## src/design/axis_out_macros.svh

```systemverilog
`ifndef AXIS_OUT_MACROS_SVH
`define AXIS_OUT_MACROS_SVH

// Bus side word width
`define AXIS_OUT_BUS_W 32

// Stream side byte width
`define AXIS_OUT_TDATA_W 8

// Stream bytes per bus word
`define AXIS_OUT_LANES 4

// FIFO depth in bytes as log2, 16 bytes or 4 words
`define AXIS_OUT_DEPTH_LOG2 4

// Register address width and map
`define AXIS_OUT_ADDR_W 2
`define AXIS_OUT_ADDR_CTRL 2'd0
`define AXIS_OUT_ADDR_LAST 2'd1
`define AXIS_OUT_ADDR_IN 2'd2
`define AXIS_OUT_ADDR_STATUS 2'd3

`endif

```

## src/design/axis_out_pkg.sv

```systemverilog
`include "axis_out_macros.svh"

package axis_out_pkg;

   // One word as written by the processor
   typedef logic [`AXIS_OUT_BUS_W-1:0] bus_word_t;

   // One byte on the stream
   typedef logic [`AXIS_OUT_TDATA_W-1:0] tdata_t;

   // One bit per byte lane of a bus word
   typedef logic [`AXIS_OUT_LANES-1:0] lane_mask_t;

   // Unread bytes in the FIFO, needs one bit above the depth
   typedef logic [`AXIS_OUT_DEPTH_LOG2:0] level_t;

   typedef logic [`AXIS_OUT_ADDR_W-1:0] reg_addr_t;

   // Register port write
   typedef struct packed {
      logic      wr;
      reg_addr_t addr;
      bus_word_t data;
   } bus_wr_t;

   // Control from the register block to the output stage
   typedef struct packed {
      logic       enable;
      logic       softreset;
      lane_mask_t last_mask;
      logic       last_wr;
   } out_ctrl_t;

   // Output stage frame tracking
   typedef enum logic [1:0] {
      IDLE,
      STREAM,
      LAST_PEND
   } framer_state_t;

endpackage

```

## src/design/axis_out_regs.sv

```systemverilog
`timescale 1ns/1ps
`include "axis_out_macros.svh"

module axis_out_regs (
   input  logic                    clk_i,
   input  logic                    rst_i,
   input  axis_out_pkg::bus_wr_t   bus_wr_i,
   input  logic                    rd_en_i,
   input  axis_out_pkg::reg_addr_t rd_addr_i,
   input  logic                    fifo_full_i,
   input  logic                    fifo_empty_i,
   input  axis_out_pkg::level_t    fifo_level_i,
   input  logic                    last_pend_i,
   output axis_out_pkg::bus_word_t rd_data_o,
   output logic                    fifo_wr_o,
   output axis_out_pkg::bus_word_t fifo_wdata_o,
   output axis_out_pkg::out_ctrl_t ctrl_o
);
   import axis_out_pkg::*;

   // Level field position in STATUS
   localparam int STATUS_LEVEL_LSB = 8;

   logic       ctrl_wr;
   logic       last_wr;
   logic       in_wr;
   logic       enable_q;
   logic       softreset_q;
   logic       last_wr_q;
   lane_mask_t last_mask_q;
   bus_word_t  status;
   bus_word_t  rd_mux;
   bus_word_t  rd_data_q;

   // Address decode of the write strobe
   assign ctrl_wr = bus_wr_i.wr && (bus_wr_i.addr == `AXIS_OUT_ADDR_CTRL);
   assign in_wr   = bus_wr_i.wr && (bus_wr_i.addr == `AXIS_OUT_ADDR_IN);

   // Mask may not change under a stored last word
   assign last_wr = bus_wr_i.wr && (bus_wr_i.addr == `AXIS_OUT_ADDR_LAST) && !last_pend_i;

   // IN writes dropped when no room or a last word still waits
   assign fifo_wr_o    = in_wr && !fifo_full_i && !last_pend_i;
   assign fifo_wdata_o = bus_wr_i.data;

   // ENABLE level and one cycle SOFTRESET pulse
   always_ff @(posedge clk_i) begin
      if (rst_i) begin
         enable_q    <= 1'b0;
         softreset_q <= 1'b0;
      end else begin
         softreset_q <= ctrl_wr && bus_wr_i.data[1];
         if (softreset_q) begin
            enable_q <= 1'b0;
         end else if (ctrl_wr) begin
            enable_q <= bus_wr_i.data[0];
         end
      end
   end

   // Lane mask for the next IN word
   // Consumed by that word, which then becomes the frame end
   always_ff @(posedge clk_i) begin
      if (rst_i || softreset_q) begin
         last_mask_q <= '0;
         last_wr_q   <= 1'b0;
      end else begin
         last_wr_q <= last_wr;
         if (last_wr) begin
            last_mask_q <= bus_wr_i.data[`AXIS_OUT_LANES-1:0];
         end else if (fifo_wr_o && (last_mask_q != '0)) begin
            last_mask_q <= '0;
         end
      end
   end

   assign ctrl_o.enable    = enable_q;
   assign ctrl_o.softreset = softreset_q;
   assign ctrl_o.last_mask = last_mask_q;
   assign ctrl_o.last_wr   = last_wr_q;

   // STATUS word, full also covers a waiting last word
   always_comb begin
      status    = '0;
      status[0] = fifo_full_i || last_pend_i;
      status[1] = fifo_empty_i;
      status[STATUS_LEVEL_LSB +: $bits(level_t)] = fifo_level_i;
   end

   // Read mux, IN is write only and SOFTRESET reads back zero
   always_comb begin
      rd_mux = '0;
      case (rd_addr_i)
         `AXIS_OUT_ADDR_CTRL:   rd_mux[0] = enable_q;
         `AXIS_OUT_ADDR_LAST:   rd_mux[`AXIS_OUT_LANES-1:0] = last_mask_q;
         `AXIS_OUT_ADDR_STATUS: rd_mux = status;
         default:               rd_mux = '0;
      endcase
   end

   // Read data appears the cycle after rd_en_i and holds
   always_ff @(posedge clk_i) begin
      if (rd_en_i) begin
         rd_data_q <= rd_mux;
      end
   end

   assign rd_data_o = rd_data_q;

endmodule

```

## src/design/axis_out_fifo.sv

```systemverilog
`timescale 1ns/1ps
`include "axis_out_macros.svh"

module axis_out_fifo (
   input  logic                    clk_i,
   input  logic                    rst_i,
   input  logic                    flush_i,
   input  logic                    wr_i,
   input  axis_out_pkg::bus_word_t wdata_i,
   input  logic                    rd_i,
   output axis_out_pkg::tdata_t    rdata_o,
   output logic                    empty_o,
   output logic                    full_o,
   output axis_out_pkg::level_t    level_o
);
   import axis_out_pkg::*;

   // Byte depth and word organisation
   localparam int DEPTH   = 1 << `AXIS_OUT_DEPTH_LOG2;
   localparam int LANE_W  = $clog2(`AXIS_OUT_LANES);
   localparam int WORDS   = DEPTH / `AXIS_OUT_LANES;
   localparam int WADDR_W = `AXIS_OUT_DEPTH_LOG2 - LANE_W;

   // Full as soon as a whole word no longer fits
   localparam level_t FULL_LEVEL = level_t'(DEPTH - `AXIS_OUT_LANES);

   // Word storage
   bus_word_t mem [WORDS];

   // Write pointer in words
   logic [WADDR_W-1:0] wptr_q;

   // Read pointer in bytes, low bits select the lane
   logic [`AXIS_OUT_DEPTH_LOG2-1:0] rptr_q;

   level_t level_q;
   level_t level_d;

   logic               do_wr;
   logic               do_rd;
   logic [WADDR_W-1:0] rd_word_addr;
   logic [LANE_W-1:0]  rd_lane;
   bus_word_t          rd_word;

   assign empty_o = (level_q == '0);
   assign full_o  = (level_q > FULL_LEVEL);
   assign level_o = level_q;

   // Accesses beyond the limits are ignored
   assign do_wr = wr_i && !full_o;
   assign do_rd = rd_i && !empty_o;

   // Word write, lane 0 in the low byte
   always_ff @(posedge clk_i) begin
      if (do_wr) begin
         mem[wptr_q] <= wdata_i;
      end
   end

   // Head byte presented without a read strobe
   assign rd_word_addr = rptr_q[`AXIS_OUT_DEPTH_LOG2-1:LANE_W];
   assign rd_lane      = rptr_q[LANE_W-1:0];
   assign rd_word      = mem[rd_word_addr];
   assign rdata_o      = rd_word[rd_lane*`AXIS_OUT_TDATA_W +: `AXIS_OUT_TDATA_W];

   // Word in, byte out
   always_comb begin
      level_d = level_q;
      if (do_wr) begin
         level_d = level_d + level_t'(`AXIS_OUT_LANES);
      end
      if (do_rd) begin
         level_d = level_d - level_t'(1);
      end
   end

   // Pointers wrap by width
   always_ff @(posedge clk_i) begin
      if (rst_i || flush_i) begin
         wptr_q  <= '0;
         rptr_q  <= '0;
         level_q <= '0;
      end else begin
         level_q <= level_d;
         if (do_wr) begin
            wptr_q <= wptr_q + 1'b1;
         end
         if (do_rd) begin
            rptr_q <= rptr_q + 1'b1;
         end
      end
   end

endmodule

```

## src/design/axis_out_framer.sv

```systemverilog
`timescale 1ns/1ps
`include "axis_out_macros.svh"

module axis_out_framer (
   input  logic                    clk_i,
   input  logic                    rst_i,
   input  axis_out_pkg::out_ctrl_t ctrl_i,
   input  logic                    fifo_wr_i,
   input  axis_out_pkg::tdata_t    fifo_rdata_i,
   input  logic                    fifo_empty_i,
   input  axis_out_pkg::level_t    fifo_level_i,
   input  logic                    tready_i,
   output logic                    fifo_rd_o,
   output logic                    last_pend_o,
   output axis_out_pkg::tdata_t    tdata_o,
   output logic                    tvalid_o,
   output logic                    tlast_o
);
   import axis_out_pkg::*;

   localparam int LANE_W = $clog2(`AXIS_OUT_LANES);
   localparam logic [LANE_W-1:0] TOP_LANE = LANE_W'(`AXIS_OUT_LANES - 1);

   framer_state_t     state_q;
   framer_state_t     state_d;
   lane_mask_t        mask_q;
   logic [LANE_W-1:0] skip_q;
   tdata_t            tdata_q;
   logic              tvalid_q;
   logic              tlast_q;

   level_t            lane_full;
   logic [LANE_W-1:0] lane;
   logic [LANE_W-1:0] lane_nxt;
   logic              on_last;
   logic              lane_en;
   logic              lane_is_top;
   logic              slot_free;
   logic              load;
   logic              load_last;
   logic              skip;

   // Last word at the FIFO head, no IN write lands behind it
   assign on_last   = (state_q == LAST_PEND) && (fifo_level_i <= level_t'(`AXIS_OUT_LANES));
   assign lane_full = level_t'(`AXIS_OUT_LANES) - fifo_level_i;
   assign lane      = lane_full[LANE_W-1:0];
   assign lane_nxt  = lane + 1'b1;
   assign lane_en   = mask_q[lane];

   // Contiguous mask, so the next lane being off ends the frame
   assign lane_is_top = (lane == TOP_LANE) || !mask_q[lane_nxt];

   // Output register empty or being emptied this cycle
   assign slot_free = !tvalid_q || tready_i;

   // New byte only when enabled and no dropped lanes ahead of it
   assign load = ctrl_i.enable && slot_free && !fifo_empty_i && (skip_q == '0) &&
                 (!on_last || lane_en);
   assign load_last = on_last && lane_is_top;

   // Dropped lanes leave at one per cycle
   assign skip = (skip_q != '0);

   assign fifo_rd_o = load || skip;

   // Frame tracking
   always_comb begin
      state_d = state_q;
      case (state_q)
         IDLE, STREAM: begin
            if (fifo_wr_i) begin
               state_d = (ctrl_i.last_mask != '0) ? LAST_PEND : STREAM;
            end
         end
         LAST_PEND: begin
            if (tvalid_q && tready_i && tlast_q) begin
               state_d = IDLE;
            end
         end
         default: state_d = IDLE;
      endcase
   end

   always_ff @(posedge clk_i) begin
      if (rst_i || ctrl_i.softreset) begin
         state_q <= IDLE;
         mask_q  <= '0;
         skip_q  <= '0;
      end else begin
         state_q <= state_d;
         // Own copy, the register block clears its mask once consumed
         if (ctrl_i.last_wr) begin
            mask_q <= ctrl_i.last_mask;
         end
         // Lanes left behind the tlast byte are all disabled
         if (load && load_last) begin
            skip_q <= fifo_level_i[LANE_W-1:0] - 1'b1;
         end else if (skip) begin
            skip_q <= skip_q - 1'b1;
         end
      end
   end

   // Output register, held while tready_i is low
   always_ff @(posedge clk_i) begin
      if (rst_i || ctrl_i.softreset) begin
         tvalid_q <= 1'b0;
         tlast_q  <= 1'b0;
      end else if (load) begin
         tvalid_q <= 1'b1;
         tlast_q  <= load_last;
      end else if (tready_i) begin
         tvalid_q <= 1'b0;
         tlast_q  <= 1'b0;
      end
   end

   always_ff @(posedge clk_i) begin
      if (load) begin
         tdata_q <= fifo_rdata_i;
      end
   end

   assign last_pend_o = (state_q == LAST_PEND);
   assign tdata_o     = tdata_q;
   assign tvalid_o    = tvalid_q;
   assign tlast_o     = tlast_q;

endmodule

```

## src/design/axis_out_top.sv

```systemverilog
`timescale 1ns/1ps

module axis_out_top (
   input  logic                    clk_i,
   input  logic                    rst_i,
   input  axis_out_pkg::bus_wr_t   bus_wr_i,
   input  logic                    rd_en_i,
   input  axis_out_pkg::reg_addr_t rd_addr_i,
   input  logic                    tready_i,
   output axis_out_pkg::bus_word_t rd_data_o,
   output axis_out_pkg::tdata_t    tdata_o,
   output logic                    tvalid_o,
   output logic                    tlast_o
);
   import axis_out_pkg::*;

   // Register block to FIFO and output stage
   logic      fifo_wr;
   bus_word_t fifo_wdata;
   out_ctrl_t ctrl;

   // FIFO state and head byte
   tdata_t    fifo_rdata;
   logic      fifo_empty;
   logic      fifo_full;
   level_t    fifo_level;

   // Output stage back to FIFO and STATUS
   logic      fifo_rd;
   logic      last_pend;

   axis_out_regs axis_out_regs_i (
      .clk_i       (clk_i),
      .rst_i       (rst_i),
      .bus_wr_i    (bus_wr_i),
      .rd_en_i     (rd_en_i),
      .rd_addr_i   (rd_addr_i),
      .fifo_full_i (fifo_full),
      .fifo_empty_i(fifo_empty),
      .fifo_level_i(fifo_level),
      .last_pend_i (last_pend),
      .rd_data_o   (rd_data_o),
      .fifo_wr_o   (fifo_wr),
      .fifo_wdata_o(fifo_wdata),
      .ctrl_o      (ctrl)
   );

   // SOFTRESET flushes the stored bytes
   axis_out_fifo axis_out_fifo_i (
      .clk_i  (clk_i),
      .rst_i  (rst_i),
      .flush_i(ctrl.softreset),
      .wr_i   (fifo_wr),
      .wdata_i(fifo_wdata),
      .rd_i   (fifo_rd),
      .rdata_o(fifo_rdata),
      .empty_o(fifo_empty),
      .full_o (fifo_full),
      .level_o(fifo_level)
   );

   axis_out_framer axis_out_framer_i (
      .clk_i       (clk_i),
      .rst_i       (rst_i),
      .ctrl_i      (ctrl),
      .fifo_wr_i   (fifo_wr),
      .fifo_rdata_i(fifo_rdata),
      .fifo_empty_i(fifo_empty),
      .fifo_level_i(fifo_level),
      .tready_i    (tready_i),
      .fifo_rd_o   (fifo_rd),
      .last_pend_o (last_pend),
      .tdata_o     (tdata_o),
      .tvalid_o    (tvalid_o),
      .tlast_o     (tlast_o)
   );

endmodule

```

## config.mk

```make
export PLATFORM = sky130hd
export DESIGN_NAME = axis_out_top
export DESIGN_NICKNAME = d
export VERILOG_FILES = /design/src/design/axis_out_pkg.sv /design/src/design/axis_out_regs.sv /design/src/design/axis_out_fifo.sv /design/src/design/axis_out_framer.sv /design/src/design/axis_out_top.sv
export VERILOG_INCLUDE_DIRS = /design/src /design/src/design
export SDC_FILE = /design/constraint.sdc
export NUM_CORES = 1
export LEC_CHECK = 0
export CAP_MARGIN = 20
export CELL_PAD_IN_SITES_DETAIL_PLACEMENT = 1
export CELL_PAD_IN_SITES_GLOBAL_PLACEMENT = 1
export CORE_MARGIN = 2
export CORE_UTILIZATION = 48
export DETAILED_ROUTE_END_ITERATION = 16
export DONT_BUFFER_PORTS = 1
export GPL_TIMING_DRIVEN = 1
export HOLD_SLACK_MARGIN = 0.06
export PLACE_DENSITY = 0.82
export SETUP_SLACK_MARGIN = 0.15
export SLEW_MARGIN = 20
export SYNTH_ARGS = -nofsm -noshare
export SYNTH_HDL_FRONTEND = slang
export SYNTH_SLANG_ARGS = --single-unit
```

## constraint.sdc

```tcl
create_clock -name clk_i -period 2.9 [get_ports clk_i]
set_input_delay 0.435 -clock clk_i [delete_from_list [all_inputs] [get_ports clk_i]]
set_output_delay 0.435 -clock clk_i [all_outputs]
set_load 0.05 [all_outputs]
```

==> results.cfg, run 1 <==
[global_route]
first_global_vias = 3866
grt_use_total = 0.1867
grt_first_pass_wirelength_um = 21870
grt_max_degree = 33
grt-ovfl-total = 0
antenna_found_initial = 0

[sta]
fin_crit_ns = 2.577
whs_ns = 0.08904
setup_violations = 0
tns_ns = 0
final.period_utilization = 0.8885
fmax_ghz = 0.3881
fin_skew_ns = 0.02400
setup_ws_ns = 0.3234
finalHoldViolations = 0
rsz0062_at_grt = no
slew_violations = 0
worst_slew_pin_slew_ns = 0.6912
relSlewSlack = 0.5383

[clock_network]
path_clk_slew_ns = 0.06
cts_tree = built
clk_latency_ns = 0.43
cts_buffer_depth = 2
cts.repair.resized = 0
cts_root_buf = clkbuf_16
cts_setup_buffers = 0
htreeDepth = 4
postCtsHoldBufs = 0
clock-sinks = 175
cts_buffers = 17

[placed_design]
pre_cts_ws_ns = 0.3456
place_congestion = 0.7878
dp_hpwl_um = 8885
port_buffers = 0

[worst_hold_path]
hold_path.class = input port to flip-flop

[detailed_routing]
drtAntennaViolNets = 0
wl_um = 13750
num_vias = 3468
viasPerCell = 5.723
dr.pass1.iters = 4
drt_iter0_drc = 242
wl_per_cell_um = 22.69
post-route-drc-count = 0

[synthesis]
synth_area_um2 = 7114
seq_area_frac_synth = 0.6964
synthCells = 400
synth_flop_cell = edfxtp_1
synthTopCellsByArea = edfxtp_1 61%, mux4_2 13%, dfxtp_1 8.4%
synth-seq-cells = 175
synth_cell_types = 55
ys_warn_count = 0
synth_edf_count = 145
async_reset_ff_frac = 0
yosysTopAreaCellShare = 0.6120
syn_area_per_cell_um2 = 17.79
yosysTopAreaCell = edfxtp_1

[critical_path]
critPathLaunchType = flip-flop
endpoint_kind = flip-flop
path_buf_inv = 2
critPathSlowestCell = dfxtp_1
crit_arrival_ns = 2.88
cp_max_fo = 9
cpPeakStageDelay_ns = 0.52
path_cells = inv_1 > ha_1 > mux4_1 > o311ai_2 > or2_2 > inv_1 > a32o_1
crit_required_ns = 3.21
cp_common_cell = inv_1
crit_type = flip-flop to flip-flop
critPathTopFamily = compound AO/OA/AOI/OAI gates

[power]
power_frac_seq = 0.571
p_sw_mw = 1.017
power_frac_clock = 0.394
p_per_area_nw_per_um2 = 626.8
internal_power_mw = 3.871
peakVddDrop_uv = 488.4
p_sw_frac = 0.2081
p_comb_frac = 0.035
p_leak_nw = 2.482
power_mw = 4.888

[die]
core_area_um2 = 14530
rows = 44
die_w_um = 125.7
die_area_um2 = 15810
io_pins = 83
dieHeight_um = 125.7
floorplan.initialDensity = 0.4895

[flow_run]
drv_cap = 0

[finish]
drive_gt1_frac = 0.1991
diodes = 0
final_nets = 463
nFillCells = 1315
area_delta_synth_final_pct = 9.620

[run_status]
status = finished clean
-- cells by family (layout without fill, tap and decap cells) --
logic type	count (synthesis)	in the layout	synth area share
other	1	23	0.0005271
XOR/XNOR	4	4	0.004924
AND/OR/NAND/NOR	71	71	0.05329
AO/OA/AOI/OAI	39	39	0.03993
multiplexers	50	50	0.1447
flip-flops	175	175	0.6964
adder cells (fa/ha/maj)	11	11	0.01935
buffers and inverters	49	49	0.04080
-- layout make-up --
cell class / instances / area (um^2) / area share
multi-input combinational: 198 / 1952 / 0.2503
clock inverter: 8 / 45.04 / 0.005776
inverter: 9 / 33.78 / 0.004332
clock buffer: 22 / 444.2 / 0.05695
timing repair buffer: 10 / 137.6 / 0.01765
sequential: 175 / 4956 / 0.6355
tap: 184 / 230.2 / 0.02952
-- final timing paths --
path,start,endpoint,slack [ns],depth (start not counted)
max,axis_out_fifo_i.level_o[0],axis_out_framer_i.skip_q[1],0.32,7
min,bus_wr_i[33],axis_out_regs_i.softreset_q,0.09,1
max reg2reg,axis_out_fifo_i.level_o[0],axis_out_framer_i.skip_q[1],0.32,7
min reg2reg,axis_out_framer_i.skip_q[1],axis_out_framer_i.skip_q[0],0.51,2
-- power groups by stage --
stage / registers, mW / logic [mW] / clock network [mW]
after CTS: 2.79 / 0.171 / 1.96
final: 2.79 / 0.170 / 1.92
after global routing: 2.80 / 0.181 / 2.06
after global placement: 2.84 / 0.164 / 0
after floorplan: 2.84 / 0.170 / 0
after detailed placement: 2.85 / 0.170 / 0
-- sequential cells by signal (all words and copies together) (netlist names), 4 cells and up, named ones only --
name                         count
axis_out_regs_i.rd_data_o        9
axis_out_fifo_i.rptr_q           4
axis_out_framer_i.tdata_o        8
axis_out_fifo_i.mem            128
axis_out_fifo_i.level_o          5
axis_out_framer_i.mask_q         4
axis_out_regs_i.last_mask_q      4
-- cells in the final DEF (no fill, tap or decap), types with 6 or more instances in the layout --
master,instances
nand3_1,6
clkbuf_16,17
edfxtp_1,145
a21oi_1,16
ha_1,11
conb_1,23
mux2i_1,8
dfxtp_1,29
mux4_2,41
nand2_1,13
nor2_1,22
inv_1,9
-- metrics by stage --
step	utilization	area, um^2	instances
6_report	0.5366	7799	606
5_1_grt	0.5366	7799	606
4_1_cts	0.5366	7799	606
3_5_place_dp	0.5029	7310	576
3_3_place_gp	0.5029	7310	576
2_1_floorplan	-	7197	422
-- Yosys cell counts (2+ instances only) --
master      n
or2_2       2
a31oi_1     2
nor2_1     22
nand2_1    13
buf_1       3
nand2b_1    2
a211oi_1    3
and2_1      4
inv_1       9
or3_1       2
xnor2_1     4
nand3_1     6
ha_1       11
mux2i_1     8
nor3_1      2
dfxtp_1    30
mux4_2     41
buf_4      24
nor2b_1     4
buf_2       3
and3b_1     3
o21ai_0     3
a21oi_1    16
clkbuf_1    8
edfxtp_1  145
-- layer usage --
metal / global-route usage / share of wire / wire length (um) / vias up
li1: - / - / - / 1546
met1: 0.2184 / 0.39 / 5357 / 1803
met2: 0.3266 / 0.54 / 7413 / 104
met3: 0.06117 / 0.056 / 774 / 15
met4: 0.06270 / 0.015 / 206 / 0
met5: 0 / 0 / 0 / -
(Power assumes the default switching activity.)
==> run 2: changes to the inputs <==
- CELL_PAD_IN_SITES_DETAIL_PLACEMENT: 1 -> 2
- CELL_PAD_IN_SITES_GLOBAL_PLACEMENT: 1 -> 2
- CORE_UTILIZATION: 48 -> 42
- PLACE_DENSITY: 0.82 -> 0.83
==> run 2 against run 1 <==
  * Critical path depth did not move
  * Die area rose by 14%
  * Core utilization fell by 5.6 points
  * Flip-flop and latch count did not move
  * Clock power rose by 19%
  * Combinational power barely moved
==> results.cfg, run 2 (synthesis results as in run 1) <==
[run_status]
status = finished clean

[finish]
largest_reg_flops = 128
nFillCells = 1493
final_common_cell = edfxtp_1
final_nets = 462
drive_gt1_frac = 0.2175
area_delta_synth_final_pct = 11.94
final_cell_mix = 145 x edfxtp_1, 41 x mux4_2, 27 x dfxtp_1
largest_register = axis_out_fifo_i.mem
layoutNonFillerInstCount = 643
diodes = 0

[die]
dieHeight_um = 134.2
die_w_um = 134.2
io_pins = 83
rows = 47
die_area_um2 = 18000
floorplan.initialDensity = 0.4290
core_area_um2 = 16580

[sta]
setup_ws_ns = 0.3134
fmax_ghz = 0.3866
setup_violations = 0
fin_skew_ns = 0.01277
fin_crit_ns = 2.587
worst_slew_pin_slew_ns = 0.7924
final.period_utilization = 0.8919
finalHoldViolations = 0
whs_ns = 0.08537
tns_ns = 0
rsz0062_at_grt = no
relSlewSlack = 0.4710
slew_violations = 0

[critical_path]
cp_max_fo = 7
crit_type = flip-flop to flip-flop
path_cells = ha_1 > or3b_4 > a311oi_4 > buf_4 > mux2i_1 > nand4_1 > a21oi_1
cpPeakStageDelay_ns = 0.53
reg2reg_slack_ns = 0.31
crit_required_ns = 3.25
r2r-end = axis_out_fifo_i.level_o[3]
critPathLaunchType = flip-flop
crit_arrival_ns = 2.94
endpoint_kind = flip-flop
reg2reg_depth = 7
rr_startpoint = axis_out_fifo_i.level_o[3]
cp-startpoint = axis_out_fifo_i.level_o[3]
critPathSlowestCell = dfxtp_1

[detailed_routing]
drt_iter0_drc = 222
num_vias = 3527
wl_per_cell_um = 24.96
post-route-drc-count = 0
viasPerCell = 5.485
drtAntennaViolNets = 0
dr.pass1.iters = 4
wl_um = 16050

[clock_network]
cts_buffer_depth = 2
htreeDepth = 4
clock-sinks = 175
cts_setup_buffers = 0
path_clk_slew_ns = 0.08
cts_tree = built
clk_latency_ns = 0.44
cts_root_buf = clkbuf_16
cts_buffers = 17

[placed_design]
pre_cts_ws_ns = 0.2642
dp_hpwl_um = 11050
place_congestion = 0.7762
port_buffers = 0
dp.cells = 609

[worst_hold_path]
hold_start = bus_wr_i[22]
worstHoldEndpoint = axis_out_fifo_i.mem[2][22]
worstHoldPathCells = 0
hold_path.class = input port to flip-flop

[global_route]
antenna_found_initial = 0
grt_use_total = 0.1897
grt-ovfl-total = 0
first_global_vias = 3919
grt_first_pass_wirelength_um = 24430
grt_max_degree = 33

[power]
p_leak_nw = 2.539
p_per_area_nw_per_um2 = 658.6
peakVddDrop_uv = 437.7

[flow_run]
drv_cap = 0
## run 2: worst max-delay path by stage
stage / depth (start not counted) / end
final: 7 / axis_out_fifo_i.level_o[3]
after floorplan: 4 / axis_out_fifo_i.mem[1][0]
after CTS: 7 / axis_out_framer_i.skip_q[1]
after global routing: 7 / axis_out_fifo_i.level_o[3]
after detailed placement: 7 / axis_out_framer_i.skip_q[1]
after global placement: 7 / axis_out_framer_i.skip_q[1]
## run 2: cell type report
class,instances,area [um^2],share of cell area
timing repair buffer,9,135.1,0.01697
clock buffer,17,425.4,0.05342
clock inverter,15,183.9,0.02309
sequential,175,4959,0.6226
multi-input combinational,198,1952,0.2451
inverter,9,33.78,0.004242
tap,220,275.3,0.03456
## run 2: power breakdown
part           leakage (nW)  internal, mW  switching, mW  total (mW)
registers              1.56          2.75         0.0428        2.79
clock network         0.294          1.17           1.11        2.28
logic                 0.681        0.0465          0.125       0.171
total                  2.54          3.97           1.28        5.25
## run 2: what timing repair did
item,in CTS,in global routing
endpoints found under the hold margin,1,0
gates resized for setup,0,2
hold buffers,2,0
endpoints found under the setup margin,0,2
## run 2: worst max-delay path: cells and delay by family (launching register included)
kind | cells | cell delay [ns]
adder cells (fa/ha/maj) | 1 | 0.27
multiplexers | 1 | 0.28
flip-flops | 1 | 0.53
AND/OR/NAND/NOR | 2 | 0.57
AO/OA/AOI/OAI | 2 | 0.62
buffers and inverters | 1 | 0.24
## run 2: through the flow
stage / util / power (mW) / instance area (um^2)
3_3_place_gp: 0.4421 / 3.008 / 7332
4_1_cts: 0.4801 / 5.274 / 7961
3_5_place_dp: 0.4421 / 3.019 / 7332
2_1_floorplan: - / 3.008 / 7197
6_report: 0.4802 / 5.245 / 7964
5_1_grt: 0.4802 / 5.366 / 7964
## run 2: routing by layer
metal / wire length [um] / vias to the layer above / track usage
met5: 0 / - / 0
met4: 255 / 0 / 0.06374
met3: 866 / 14 / 0.05064
met2: 8648 / 99 / 0.3396
met1: 6278 / 1865 / 0.2218
li1: - / 1549 / -
